[config.mk]
export PLATFORM = sky130hd
export DESIGN_NAME = fetch_precheck_top
export DESIGN_NICKNAME = d
export VERILOG_FILES = /design/src/hw/frontend_pkg.sv /design/src/hw/branch_predictor.sv /design/src/hw/fetch_precheck_top.sv /design/src/hw/pre_checker.sv /design/src/hw/pre_decoder.sv
export VERILOG_INCLUDE_DIRS = /design/src /design/src/hw
export SDC_FILE = /design/constraint.sdc
export NUM_CORES = 1
export LEC_CHECK = 0
export CAP_MARGIN = 10
export CORE_UTILIZATION = 33
export CTS_CLUSTER_DIAMETER = 40
export DETAILED_ROUTE_END_ITERATION = 16
export DONT_BUFFER_PORTS = 1
export GPL_ROUTABILITY_DRIVEN = 1
export SYNTH_ARGS = -nofsm -noshare
export SYNTH_HDL_FRONTEND = slang
export SYNTH_HIERARCHICAL = 1
export SYNTH_SLANG_ARGS = --single-unit
[constraint.sdc]
create_clock -name clk -period 10.5 [get_ports clk]
set_clock_uncertainty 0.05 [all_clocks]
set_input_delay 1.05 -clock clk [delete_from_list [all_inputs] [get_ports clk]]
set_output_delay 1.05 -clock clk [all_outputs]
set_load 0.01 [all_outputs]
[src/hw/frontend_macros.svh]
// =========================================================================
// Front end build constants
// Fetch width, RAS and BTB sizes and the branch-kind encodings
// =========================================================================

`ifndef FRONTEND_MACROS_SVH
`define FRONTEND_MACROS_SVH

// Instruction slots in one aligned fetch group
`define FETCH_WIDTH 2

// Return address stack depth
// Only the pointer is modelled in this slice
`define RAS_STACK_DEPTH 8

// Branch target buffer entries, direct mapped
`define BTB_ENTRIES 16

// =========================================================================
// Branch kinds stored in the BTB
// =========================================================================

// Conditional branch
`define BR_COND 2'd0
// Call, pushes the RAS pointer
`define BR_CALL 2'd1
// Return, pops the RAS pointer
`define BR_RET 2'd2
// Plain unconditional jump
`define BR_JUMP 2'd3

`endif

[src/hw/frontend_pkg.sv]
// =========================================================================
// Front end shared types
// Address and instruction vectors plus the structs passed between blocks
// =========================================================================

`include "frontend_macros.svh"

package frontend_pkg;

	// Byte address
	typedef logic [31:0] addr_t;
	// Raw RV32 instruction word
	typedef logic [31:0] inst_t;
	// Speculative RAS pointer
	typedef logic [$clog2(`RAS_STACK_DEPTH)-1:0] ras_ptr_t;
	// Slot number inside a fetch group
	typedef logic [$clog2(`FETCH_WIDTH)-1:0] slot_idx_t;
	// Branch kind, see BR_* codes
	typedef logic [1:0] br_type_t;
	// One bit per slot
	typedef logic [`FETCH_WIDTH-1:0] slot_mask_t;

	// =====================================================================
	// Structs
	// =====================================================================

	// Fetch group as delivered by the instruction fetch
	typedef struct packed {
		// Group base, bits 2..0 are zero
		addr_t                    pc;
		inst_t [`FETCH_WIDTH-1:0] inst;
		slot_mask_t               valid;
	} fetch_group_t;

	// Prediction for one fetch group
	typedef struct packed {
		logic      taken;
		slot_idx_t br_idx;
		addr_t     target;
		br_type_t  br_type;
		// Pointer as it was before this group
		ras_ptr_t  ras_ptr;
	} br_info_t;

	// BTB training request
	typedef struct packed {
		// Address of the branch itself
		addr_t    pc;
		addr_t    target;
		br_type_t br_type;
	} btb_update_t;

	// Registered pre-check result
	typedef struct packed {
		logic       redirect;
		addr_t      pc;
		addr_t      target;
		ras_ptr_t   ras_ptr;
		slot_mask_t valid;
	} precheck_t;

endpackage : frontend_pkg

[src/hw/branch_predictor.sv]
// =========================================================================
// Branch predictor for the fetch stage
// Direct mapped BTB with same-cycle lookup, plus the speculative RAS
// pointer that follows predicted calls and returns
// =========================================================================

`include "frontend_macros.svh"

module branch_predictor
	import frontend_pkg::*;
(
	input  logic        clk,
	input  logic        reset_i,
	input  addr_t       lookup_pc_i,
	input  logic        lookup_valid_i,
	input  btb_update_t train_i,
	input  logic        train_valid_i,
	input  logic        restore_i,
	input  ras_ptr_t    restore_ptr_i,
	output br_info_t    br_info_o
);

	// =====================================================================
	// Address split
	// =====================================================================

	// Slot number sits right above the word offset
	localparam int SLOT_LSB = 2;
	localparam int IDX_LSB  = SLOT_LSB + $bits(slot_idx_t);
	localparam int IDX_W    = $clog2(`BTB_ENTRIES);
	localparam int TAG_LSB  = IDX_LSB + IDX_W;
	localparam int TAG_W    = $bits(addr_t) - TAG_LSB;

	// Last legal RAS pointer value
	localparam ras_ptr_t RAS_LAST = ras_ptr_t'(`RAS_STACK_DEPTH - 1);

	typedef logic [IDX_W-1:0] btb_idx_t;
	typedef logic [TAG_W-1:0] btb_tag_t;

	// BTB storage
	logic [`BTB_ENTRIES-1:0] btb_valid;
	btb_tag_t                btb_tag    [`BTB_ENTRIES];
	slot_idx_t               btb_slot   [`BTB_ENTRIES];
	addr_t                   btb_target [`BTB_ENTRIES];
	br_type_t                btb_type   [`BTB_ENTRIES];

	// Lookup side
	btb_idx_t  lookup_idx;
	btb_tag_t  lookup_tag;
	logic      lookup_hit;

	// Training side
	btb_idx_t  train_idx;
	btb_tag_t  train_tag;
	slot_idx_t train_slot;

	// Speculative RAS pointer
	ras_ptr_t  ras_ptr_q;
	logic      ras_push;
	logic      ras_pop;

	assign lookup_idx = lookup_pc_i[IDX_LSB +: IDX_W];
	assign lookup_tag = lookup_pc_i[TAG_LSB +: TAG_W];

	assign train_idx  = train_i.pc[IDX_LSB +: IDX_W];
	assign train_tag  = train_i.pc[TAG_LSB +: TAG_W];
	// Which slot of its group the trained branch sits in
	assign train_slot = train_i.pc[SLOT_LSB +: $bits(slot_idx_t)];

	// =====================================================================
	// BTB training
	// =====================================================================

	// Valid bits, cleared by reset
	always_ff @(posedge clk) begin
		if (reset_i) begin
			btb_valid <= '0;
		end else if (train_valid_i) begin
			btb_valid[train_idx] <= 1'b1;
		end
	end

	// Entry payload
	always_ff @(posedge clk) begin
		if (train_valid_i) begin
			btb_tag[train_idx]    <= train_tag;
			btb_slot[train_idx]   <= train_slot;
			btb_target[train_idx] <= train_i.target;
			btb_type[train_idx]   <= train_i.br_type;
		end
	end

	// =====================================================================
	// Lookup
	// =====================================================================

	// Reads the old contents when training hits the same entry
	assign lookup_hit = btb_valid[lookup_idx] && (btb_tag[lookup_idx] == lookup_tag);

	always_comb begin
		// No direction counters, a hit always means taken
		br_info_o.taken   = lookup_hit;
		br_info_o.br_idx  = btb_slot[lookup_idx];
		br_info_o.target  = btb_target[lookup_idx];
		br_info_o.br_type = btb_type[lookup_idx];
		// Snapshot before this group moves the pointer
		br_info_o.ras_ptr = ras_ptr_q;
	end

	// =====================================================================
	// Speculative RAS pointer
	// =====================================================================

	// Only a valid group with a taken prediction moves it
	assign ras_push = lookup_valid_i && lookup_hit && (btb_type[lookup_idx] == `BR_CALL);
	assign ras_pop  = lookup_valid_i && lookup_hit && (btb_type[lookup_idx] == `BR_RET);

	always_ff @(posedge clk) begin
		if (reset_i) begin
			ras_ptr_q <= '0;
		end else if (restore_i) begin
			// Redirect wins over a group in the same cycle
			ras_ptr_q <= restore_ptr_i;
		end else if (ras_push) begin
			ras_ptr_q <= (ras_ptr_q == RAS_LAST) ? '0 : ras_ptr_q + 1'b1;
		end else if (ras_pop) begin
			ras_ptr_q <= (ras_ptr_q == '0) ? RAS_LAST : ras_ptr_q - 1'b1;
		end
	end

endmodule : branch_predictor

[src/hw/fetch_precheck_top.sv]
// =========================================================================
// Fetch pre-check slice top level
// Pre-decode and BTB lookup side by side feeding the registered checker,
// whose redirect restores the speculative RAS pointer
// =========================================================================

module fetch_precheck_top
	import frontend_pkg::*;
(
	input  logic         clk,
	input  logic         reset_i,
	input  fetch_group_t group_i,
	input  logic         fetch_valid_i,
	input  btb_update_t  train_i,
	input  logic         train_valid_i,
	output precheck_t    result_o
);

	// Control-transfer flags per slot
	slot_mask_t is_branch;

	// Prediction for the current group
	br_info_t   br_info;

	// =====================================================================
	// Pre-decode
	// =====================================================================

	pre_decoder u_pre_decoder (
		.group_i     (group_i),
		.is_branch_o (is_branch)
	);

	// =====================================================================
	// Prediction
	// =====================================================================

	// Restore comes straight from the registered result
	branch_predictor u_branch_predictor (
		.clk            (clk),
		.reset_i        (reset_i),
		.lookup_pc_i    (group_i.pc),
		.lookup_valid_i (fetch_valid_i),
		.train_i        (train_i),
		.train_valid_i  (train_valid_i),
		.restore_i      (result_o.redirect),
		.restore_ptr_i  (result_o.ras_ptr),
		.br_info_o      (br_info)
	);

	// =====================================================================
	// Check and register
	// =====================================================================

	pre_checker u_pre_checker (
		.clk           (clk),
		.reset_i       (reset_i),
		.group_i       (group_i),
		.fetch_valid_i (fetch_valid_i),
		.is_branch_i   (is_branch),
		.br_info_i     (br_info),
		.result_o      (result_o)
	);

endmodule : fetch_precheck_top

[src/hw/pre_checker.sv]
// =========================================================================
// Fetch stage prediction pre-check
// Catches taken predictions on non-branch slots and registers a redirect
// to the fall-through address with the slot valid mask squashed
// =========================================================================

`include "frontend_macros.svh"

module pre_checker
	import frontend_pkg::*;
(
	input  logic         clk,
	input  logic         reset_i,
	input  fetch_group_t group_i,
	input  logic         fetch_valid_i,
	input  slot_mask_t   is_branch_i,
	input  br_info_t     br_info_i,
	output precheck_t    result_o
);

	// Address of every slot in the group
	addr_t [`FETCH_WIDTH-1:0] slot_pc;

	// Slot that the predictor wrongly marked as a taken branch
	slot_mask_t miss;

	// Next and current result
	precheck_t result_d;
	precheck_t result_q;

	always_comb begin
		for (int i = 0; i < `FETCH_WIDTH; i++) begin
			// Four bytes per slot from the group base
			slot_pc[i] = group_i.pc + addr_t'(4 * i);
		end
	end

	// =====================================================================
	// Miss detection
	// =====================================================================

	always_comb begin
		for (int i = 0; i < `FETCH_WIDTH; i++) begin
			miss[i] = fetch_valid_i && br_info_i.taken &&
				(br_info_i.br_idx == slot_idx_t'(i)) &&
				group_i.valid[i] && !is_branch_i[i];
		end
	end

	// =====================================================================
	// Result selection
	// =====================================================================

	always_comb begin
		// Fields stay zero without a miss
		result_d          = '0;
		result_d.redirect = |miss;
		// Nothing valid on an idle cycle
		result_d.valid    = fetch_valid_i ? group_i.valid : '0;

		for (int i = 0; i < `FETCH_WIDTH; i++) begin
			if (miss[i]) begin
				// Resume at the instruction after the false branch
				result_d.pc      = slot_pc[i];
				result_d.target  = slot_pc[i] + 32'd4;
				result_d.ras_ptr = br_info_i.ras_ptr;
			end
		end

		// Squash the slot following a miss
		for (int i = 1; i < `FETCH_WIDTH; i++) begin
			result_d.valid[i] = result_d.valid[i] & ~miss[i-1];
		end
	end

	// One cycle of latency to the output
	always_ff @(posedge clk) begin
		if (reset_i) begin
			result_q <= '0;
		end else begin
			result_q <= result_d;
		end
	end

	assign result_o = result_q;

endmodule : pre_checker

[src/hw/pre_decoder.sv]
// =========================================================================
// Fetch group pre-decoder
// Flags JAL, JALR and conditional branches in every slot by major opcode
// =========================================================================

`include "frontend_macros.svh"

module pre_decoder
	import frontend_pkg::*;
(
	input  fetch_group_t group_i,
	output slot_mask_t   is_branch_o
);

	// RV32 major opcodes of the control-transfer class
	localparam logic [6:0] OPC_BRANCH = 7'b1100011;
	localparam logic [6:0] OPC_JALR   = 7'b1100111;
	localparam logic [6:0] OPC_JAL    = 7'b1101111;

	// Major opcode of each slot
	logic [`FETCH_WIDTH-1:0][6:0] opcode;

	// Per-class hit masks
	slot_mask_t is_cond;
	slot_mask_t is_jal;
	slot_mask_t is_jalr;

	// =====================================================================
	// Opcode extraction
	// =====================================================================

	always_comb begin
		for (int i = 0; i < `FETCH_WIDTH; i++) begin
			// Low seven bits hold the major opcode
			opcode[i] = group_i.inst[i][6:0];
		end
	end

	// =====================================================================
	// Classification
	// =====================================================================

	always_comb begin
		for (int i = 0; i < `FETCH_WIDTH; i++) begin
			// BEQ through BGEU share one opcode
			is_cond[i] = (opcode[i] == OPC_BRANCH);
			// Direct jump, also used for calls
			is_jal[i]  = (opcode[i] == OPC_JAL);
			// Indirect jump, calls and returns
			is_jalr[i] = (opcode[i] == OPC_JALR);
		end
	end

	// Any control transfer counts as a branch here
	// Slot valid bits are left to the pre-checker
	assign is_branch_o = is_cond | is_jal | is_jalr;

endmodule : pre_decoder

==> results of run 1 <==
-- metrics by stage --
stage / cell area [um^2] / instances / setup slack [ns] / total power, mW / hold WS (ns)
2_1_floorplan: 22800 / 1472 / 5.41 / 2.57 / 0.385
3_3_place_gp: 23600 / 2279 / 4.14 / 2.58 / 0.394
3_5_place_dp: 23600 / 2279 / 4.08 / 2.59 / 0.408
4_1_cts: 26100 / 2418 / 4.72 / 5.07 / 0.420
5_1_grt: 26100 / 2418 / 4.35 / 5.17 / 0.437
6_report: 26100 / 2419 / 4.58 / 5.02 / 0.418
-- routing by layer --
metal / up-vias / global-route usage, % / wire [um]
met5: - / 0 / 0
met4: 0 / 4.65 / 1320
met3: 103 / 4.08 / 4750
met2: 570 / 27.2 / 28000
met1: 6945 / 23.0 / 25500
li1: 5820 / - / -
-- critical path, cell delays in order --
cell	delay, ns
inv_2	0.42
buf_4	0.38
mux2i_1	0.12
mux2i_1	0.34
xor2_1	0.13
a2111oi_2	0.57
nand4_1	0.48
nor3_1	0.53
nand2_1	0.18
or3_1	0.38
buf_4	0.24
nor2_1	0.14
nand3_1	0.31
nor4b_1	0.67
nand3_1	0.14
a21oi_1	0.18
-- registers in the layout, summed over array words and instances (netlist names) --
name,flops
u_pre_checker/result_o,68
u_branch_predictor/btb_tag,400
u_branch_predictor/btb_valid,16
u_branch_predictor/ras_ptr_q,3
u_branch_predictor/btb_type,32
u_branch_predictor/btb_slot,16
-- cell type report --
class | instances | area [um^2]
multi-input cells | 835 | 7120
clock inverters | 58 | 593
inverters | 16 | 60.1
diodes | 1 | 2.50
well taps | 873 | 1090
repair buffers | 20 | 150
fillers | 6216 | 41600
flip-flops and latches | 535 | 15200
clock buffers | 81 | 1930
-- path summary, 6_finish.rpt --
kind,start,cells past startpoint,slack (ns),end
setup reg to reg,u_branch_predictor/btb_tag[8][23]$_DFFE_PP_,15,5.13,u_pre_checker/result_o[30]$_SDFF_PP0_
setup / recovery,group_i[69],16,4.58,u_pre_checker/result_o[30]$_SDFF_PP0_
hold reg to reg,u_branch_predictor/btb_valid[8]$_SDFFE_PP0P_,2,0.42,u_branch_predictor/btb_valid[8]$_SDFFE_PP0P_
hold / removal,u_branch_predictor/btb_valid[8]$_SDFFE_PP0P_,2,0.42,u_branch_predictor/btb_valid[8]$_SDFFE_PP0P_
-- power by group --
part	internal (mW)	leakage [nW]	switching (mW)	total, mW
combinational	0.0925	2.53	0.103	0.196
sequential	2.34	4.75	0.00865	2.35
clock	1.48	1.23	0.998	2.48
-- layout by cell type (no fill, tap or decap), types with 12 or more instances in the layout --
| cell type | count |
|---|---|
| xor2_1 | 29 |
| nor2b_1 | 19 |
| nand2_1 | 73 |
| inv_6 | 12 |
| nor3_1 | 19 |
| nor2_1 | 97 |
| a21oi_1 | 33 |
| and2_1 | 20 |
| nand3_1 | 32 |
| a22oi_1 | 23 |
| mux2i_1 | 92 |
| mux2_2 | 14 |
| nor4_1 | 18 |
| o21ai_0 | 37 |
| mux4_2 | 81 |
| clkbuf_16 | 76 |
| xnor2_1 | 23 |
| inv_1 | 13 |
| nor2_4 | 12 |
| or4_1 | 14 |
| dfxtp_1 | 87 |
| edfxtp_1 | 448 |
| buf_4 | 20 |
==> results by group, run 1 <==
Critical path
  • Setup Crit Path Kind: input pin to flop
  • Worst EP required: ~11 ns
  • Worst-path maximum fanout: 65
  • Worst EP arrival: 6.40 ns
  • Startpoint Class: input pin
  • CP Capture Type: flop

Timing
  • RSZ-0062 raised after global routing: no
  • Final hold violation count: 0
  • Worst slew pin tran: 1.10 ns
  • Peak Freq: between 150 and 200 MHz
  • Min Tclk post-route: ~5.9 ns
  • Max-slew headroom: a little over a quarter
  • Setup Viol. Count Final: 0
  • Slew Limit Fails: 0
  • Sum Neg Setup Slack: 0 ns
  • Final period util: 56.3%

Clocking
  • H-tree depth: 3
  • Post-CTS setup buffer count: 0
  • Worst-path clk slew: 0.05 ns
  • Hold buffer count at cts: 0
  • CTS sink cnt: 535
  • Worst-Skew Late Latency: 0.61 ns
  • CTS-repair resized insts: 0
  • CTS Buf Count: 75
  • Worst-case clock buffer depth: 3
  • Root buffer cell: clkbuf_16
  • CTS tree: built

Detailed routing
  • DRT antenna net count: 0
  • DRT Wirelength: ~60,000 um
  • Number of DRC markers in iteration 0: 1,225
  • Total vias in the final route: roughly 13,000
  • Routed vias/inst: 5.56
  • First-pass iteration count of the detailed router: 5
  • Drt drc: 0
  • WL/cell: 24.7 um

Floorplan
  • Die footprint: 70,000 um^2
  • IO Count: ~240
  • Die Wd: 265 um
  • Initial Util: approximately a third
  • FP Rows: 95
  • Core Region: 67,800 um^2
  • Die height: 265 um

Pwr
  • Maximum vdd ir drop: between 0.1 and 0.15 mV
  • Power Density: 192 nW/um^2
  • P_leak: around 8.5 nW

Global route
  • Vias in the first global route: 13,427
  • GRT Total Usage: 17.0%
  • Antenna violations before repair: 0
  • First-pass GRT wire length: 87,700 um
  • Grt ovf: 0
  • Largest net degree at the start of global routing: 107

Logic synthesis
  • Mapped Cells: 1,472
  • Synth Net Count: 1,646
  • Mapped cell area: 22,800 um^2
  • Yosys warning total: 6
  • Syn Area/Cell: 15.5 um^2

Placement
  • Input/output buffers: 0
  • Placed wire-length estimate: around 34,000 um
  • RD Place Congestion: approximately 0.88

Min path
  • Hold WC Path Type: flop to flop

Finish
  • Layout cells sized above 1: 19.4%
  • Area grow syn2layout: 14.8%
  • Final Core Density: 38.6%
  • Nets: 1,657

Job
  • Max cap viols: 0

Outcome
  • Outcome: completed
Power figures use the tool's default switching activity.
==> inputs of run 2 (changes only) <==
- ABC_AREA: not set -> 1
- clock period: 10.5 -> 4.75 ns (I/O delays scaled with it)
==> run 2 against run 1 <==
  * Count of clock-buffer cells in the layout rose by 12
  * Sequential power rose by 120%
  * Via count rose by 35%
  * First-iteration DRC count rose by 49%
  * Worst setup slack got worse by 4.1 ns
  * Wire length rose by 15%
  * Global-route usage rose by 0.86 points
  * Sequential cell count did not move
  * Critical path depth rose by 2
  * Clock power rose by 130%
  * Power rose by 130%
  * Utilization rose by 0.56 points
==> results by group, run 2 <==
Timing
  • Worst slew pin tran: 1.10 ns (-0.00229 ns)
  • Peak Freq: 232 MHz
  • RSZ-0062 raised after global routing: no
  • Sum Neg Setup Slack: 0 ns (unchanged)
  • Max-slew headroom: 26.7% (+0.25 points)
  • Final period util: 90.8%
  • Min Tclk post-route: 4.31 ns
  • Slew Limit Fails: 0 (unchanged)
  • Fin worst setup slack: 0.437 ns (-4.15 ns)
  • Worst hold slack: 0.0164 ns (-0.401 ns)
  • Setup Viol. Count Final: 0 (unchanged)
  • Final hold violation count: 0 (unchanged)

Floorplan
  • Initial Util: 33.6% (about the same)
  • Die footprint: 75,800 um^2 (+8.3%)
  • IO Count: 238 (unchanged)
  • FP Rows: 99 (+4.2%)
  • Die Wd: 275 um (+4.1%)
  • Core Region: 73,500 um^2 (+8.4%)
  • Die height: 275 um (+4.1%)

Critical path
  • Worst EP required: 5.25 ns (-5.73 ns)
  • Setup Crit Path Kind: input pin to flop
  • Critical Path Source: group_i[69]
  • Worst r2r src: u_branch_predictor/btb_tag[1][20]$_DFFE_PP_
  • Worst EP arrival: 4.81 ns (-1.59 ns)
  • Worst-path maximum fanout: 255 (+290%)
  • Startpoint Class: input pin
  • CP Capture Type: flop

Pwr
  • P_leak: 11.5 nW (+36%)
  • Maximum vdd ir drop: 0.232 mV (+110%)
  • Switching power: 2.69 mW (+140%)
  • Clock share of power: 49.3% (about the same)
  • Power Density: 403 nW/um^2 (+110%)
  • Reg power frac: 44.8% (-2.0 points)
  • Switching portion of total power: 23.2% (+1.1 points)
  • Combinational share of power: 5.9% (+2.0 points)
  • P_int: 8.89 mW (+130%)

Clocking
  • Worst-case clock buffer depth: 3 (unchanged)
  • CTS sink cnt: 535 (unchanged)
  • CTS Buf Count: 75 (unchanged)
  • Root buffer cell: clkbuf_16
  • CTS-repair resized insts: 0 (unchanged)
  • CTS tree: built
  • H-tree depth: 3 (unchanged)
  • Post-CTS setup buffer count: 0 (unchanged)
  • Worst-Skew Late Latency: 0.62 ns (about the same)
  • Worst-path clk slew: 0.06 ns (about the same)

Finish
  • Max reg flops: 400 (unchanged)
  • Most frequent cells in the layout: nand2_1 (782), edfxtp_1 (448), nand3_1 (324)
  • Nets: 2,880 (+74%)
  • Non-Filler Instances: 3,728 (+54%)
  • Most flop-heavy register: u_branch_predictor/btb_tag
  • Post-route cell area: 28,700 um^2 (+10%)
  • Commonest non-fill, non-tap cell in the layout: nand2_1
  • Area grow syn2layout: 16.5%
  • Layout cells sized above 1: 8.20% (-11 points)

Detailed routing
  • Routed vias/inst: 4.86 (-13%)
  • First-pass iteration count of the detailed router: 5 (unchanged)
  • Drt drc: 0 (unchanged)
  • DRT Wirelength: 68,500 um (+15%)
  • DRT antenna net count: 0 (unchanged)
  • Number of DRC markers in iteration 0: 1,823 (+49%)
  • Total vias in the final route: 18,105 (+35%)
  • WL/cell: 18.4 um (-25%)

Logic synthesis
  • Syn Area/Cell: 9.18 um^2 (-41%)
  • Mapped Cells: 2,688 (+83%)
  • Yosys warning total: 6 (unchanged)
  • Synth Net Count: 2,862 (+74%)
  • Mapped cell area: 24,700 um^2 (+8.4%)

Min path
  • Hold WC Path Type: input pin to flop
  • Hold_sp: group_i[94]

Global route
  • Largest net degree at the start of global routing: 256 (+140%)
  • Vias in the first global route: 16,573 (+23%)
  • Antenna violations before repair: 3 (+3)
  • First-pass GRT wire length: 101,000 um (+16%)
  • GRT Total Usage: 17.8% (+0.86 points)
  • Grt ovf: 0 (unchanged)

Placement
  • Placed wire-length estimate: 40,900 um (+21%)
  • Pre-CTS setup slack: 0.445 ns (-3.63 ns)
  • Input/output buffers: 0 (unchanged)
  • RD Place Congestion: 0.915 (+3.5%)
  • Placed Cells: 3,529 (+55%)
  • Post-Place Cell Area: 25,500 um^2 (+8.1%)

Job
  • Max cap viols: 0 (unchanged)

Outcome
  • Outcome: completed
[run 2: cell type report]
class                   count  area (um^2)
flip-flops and latches    535        15200
well taps                 959         1200
diodes                      1         2.50
repair buffers             91          928
fillers                  7154        44700
clock inverters            46          551
multi-input cells        1681         7590
clock buffers              93         2060
inverters                 322         1220
[run 2: worst paths after layout]
path,end,slack [ns],depth (start not counted)
max reg2reg,u_pre_checker/result_o[39]$_SDFF_PP0_,1.11,18
max,u_pre_checker/result_o[39]$_SDFF_PP0_,0.44,18
min,u_pre_checker/result_o[65]$_SDFF_PP0_,0.02,2
min reg2reg,u_pre_checker/result_o[4]$_SDFF_PP0_,0.41,2
[run 2: metrics by stage]
step	utilization (%)	power (mW)
floorplan	-	5.78
global placement	34.8	5.86
detailed placement	34.8	5.87
finish	39.1	11.6
global route	39.1	11.9
CTS	39.1	11.7
[run 2: worst max-delay path: stages]
cell           delay, ns
inv_6               0.32
buf_12              0.36
nand2_1             0.10
nand2_1             0.08
nand2_1             0.05
nand3_1             0.07
nand3_1             0.25
nand3_1             0.18
nand4_1             0.10
nor2_1              0.16
nand3_1             0.11
nor2_1              0.50
nand2_1             0.13
nor4_2              0.22
buf_4               0.36
nand2_1             0.09
a21oi_1             0.15
dlygate4sd3_1       0.57
[run 2: power by group through the flow]
stage          sequential (mW)  combinational [mW]  clock, mW
5_1_grt                   5.19               0.772       5.98
4_1_cts                   5.19               0.686       5.80
3_3_place_gp              5.28               0.582          0
2_1_floorplan             5.28               0.499          0
3_5_place_dp              5.28               0.585          0
6_report                  5.19               0.688       5.71
[run 2: metal layers]
metal  up-vias  global-route usage [%]  part of all wire [%]
li1       8825                       -                     -
met2       663                    28.2                    45
met4         6                    5.60                   2.6
met3       124                    3.71                   7.9
met5         -                       0                 0.060
met1      8487                    24.5                    44
[run 2: timing repair]
action	4_1_cts	5_1_grt
setup endpoints to repair	0	0
hold buffers	59	0
endpoints found under the hold margin	504	0
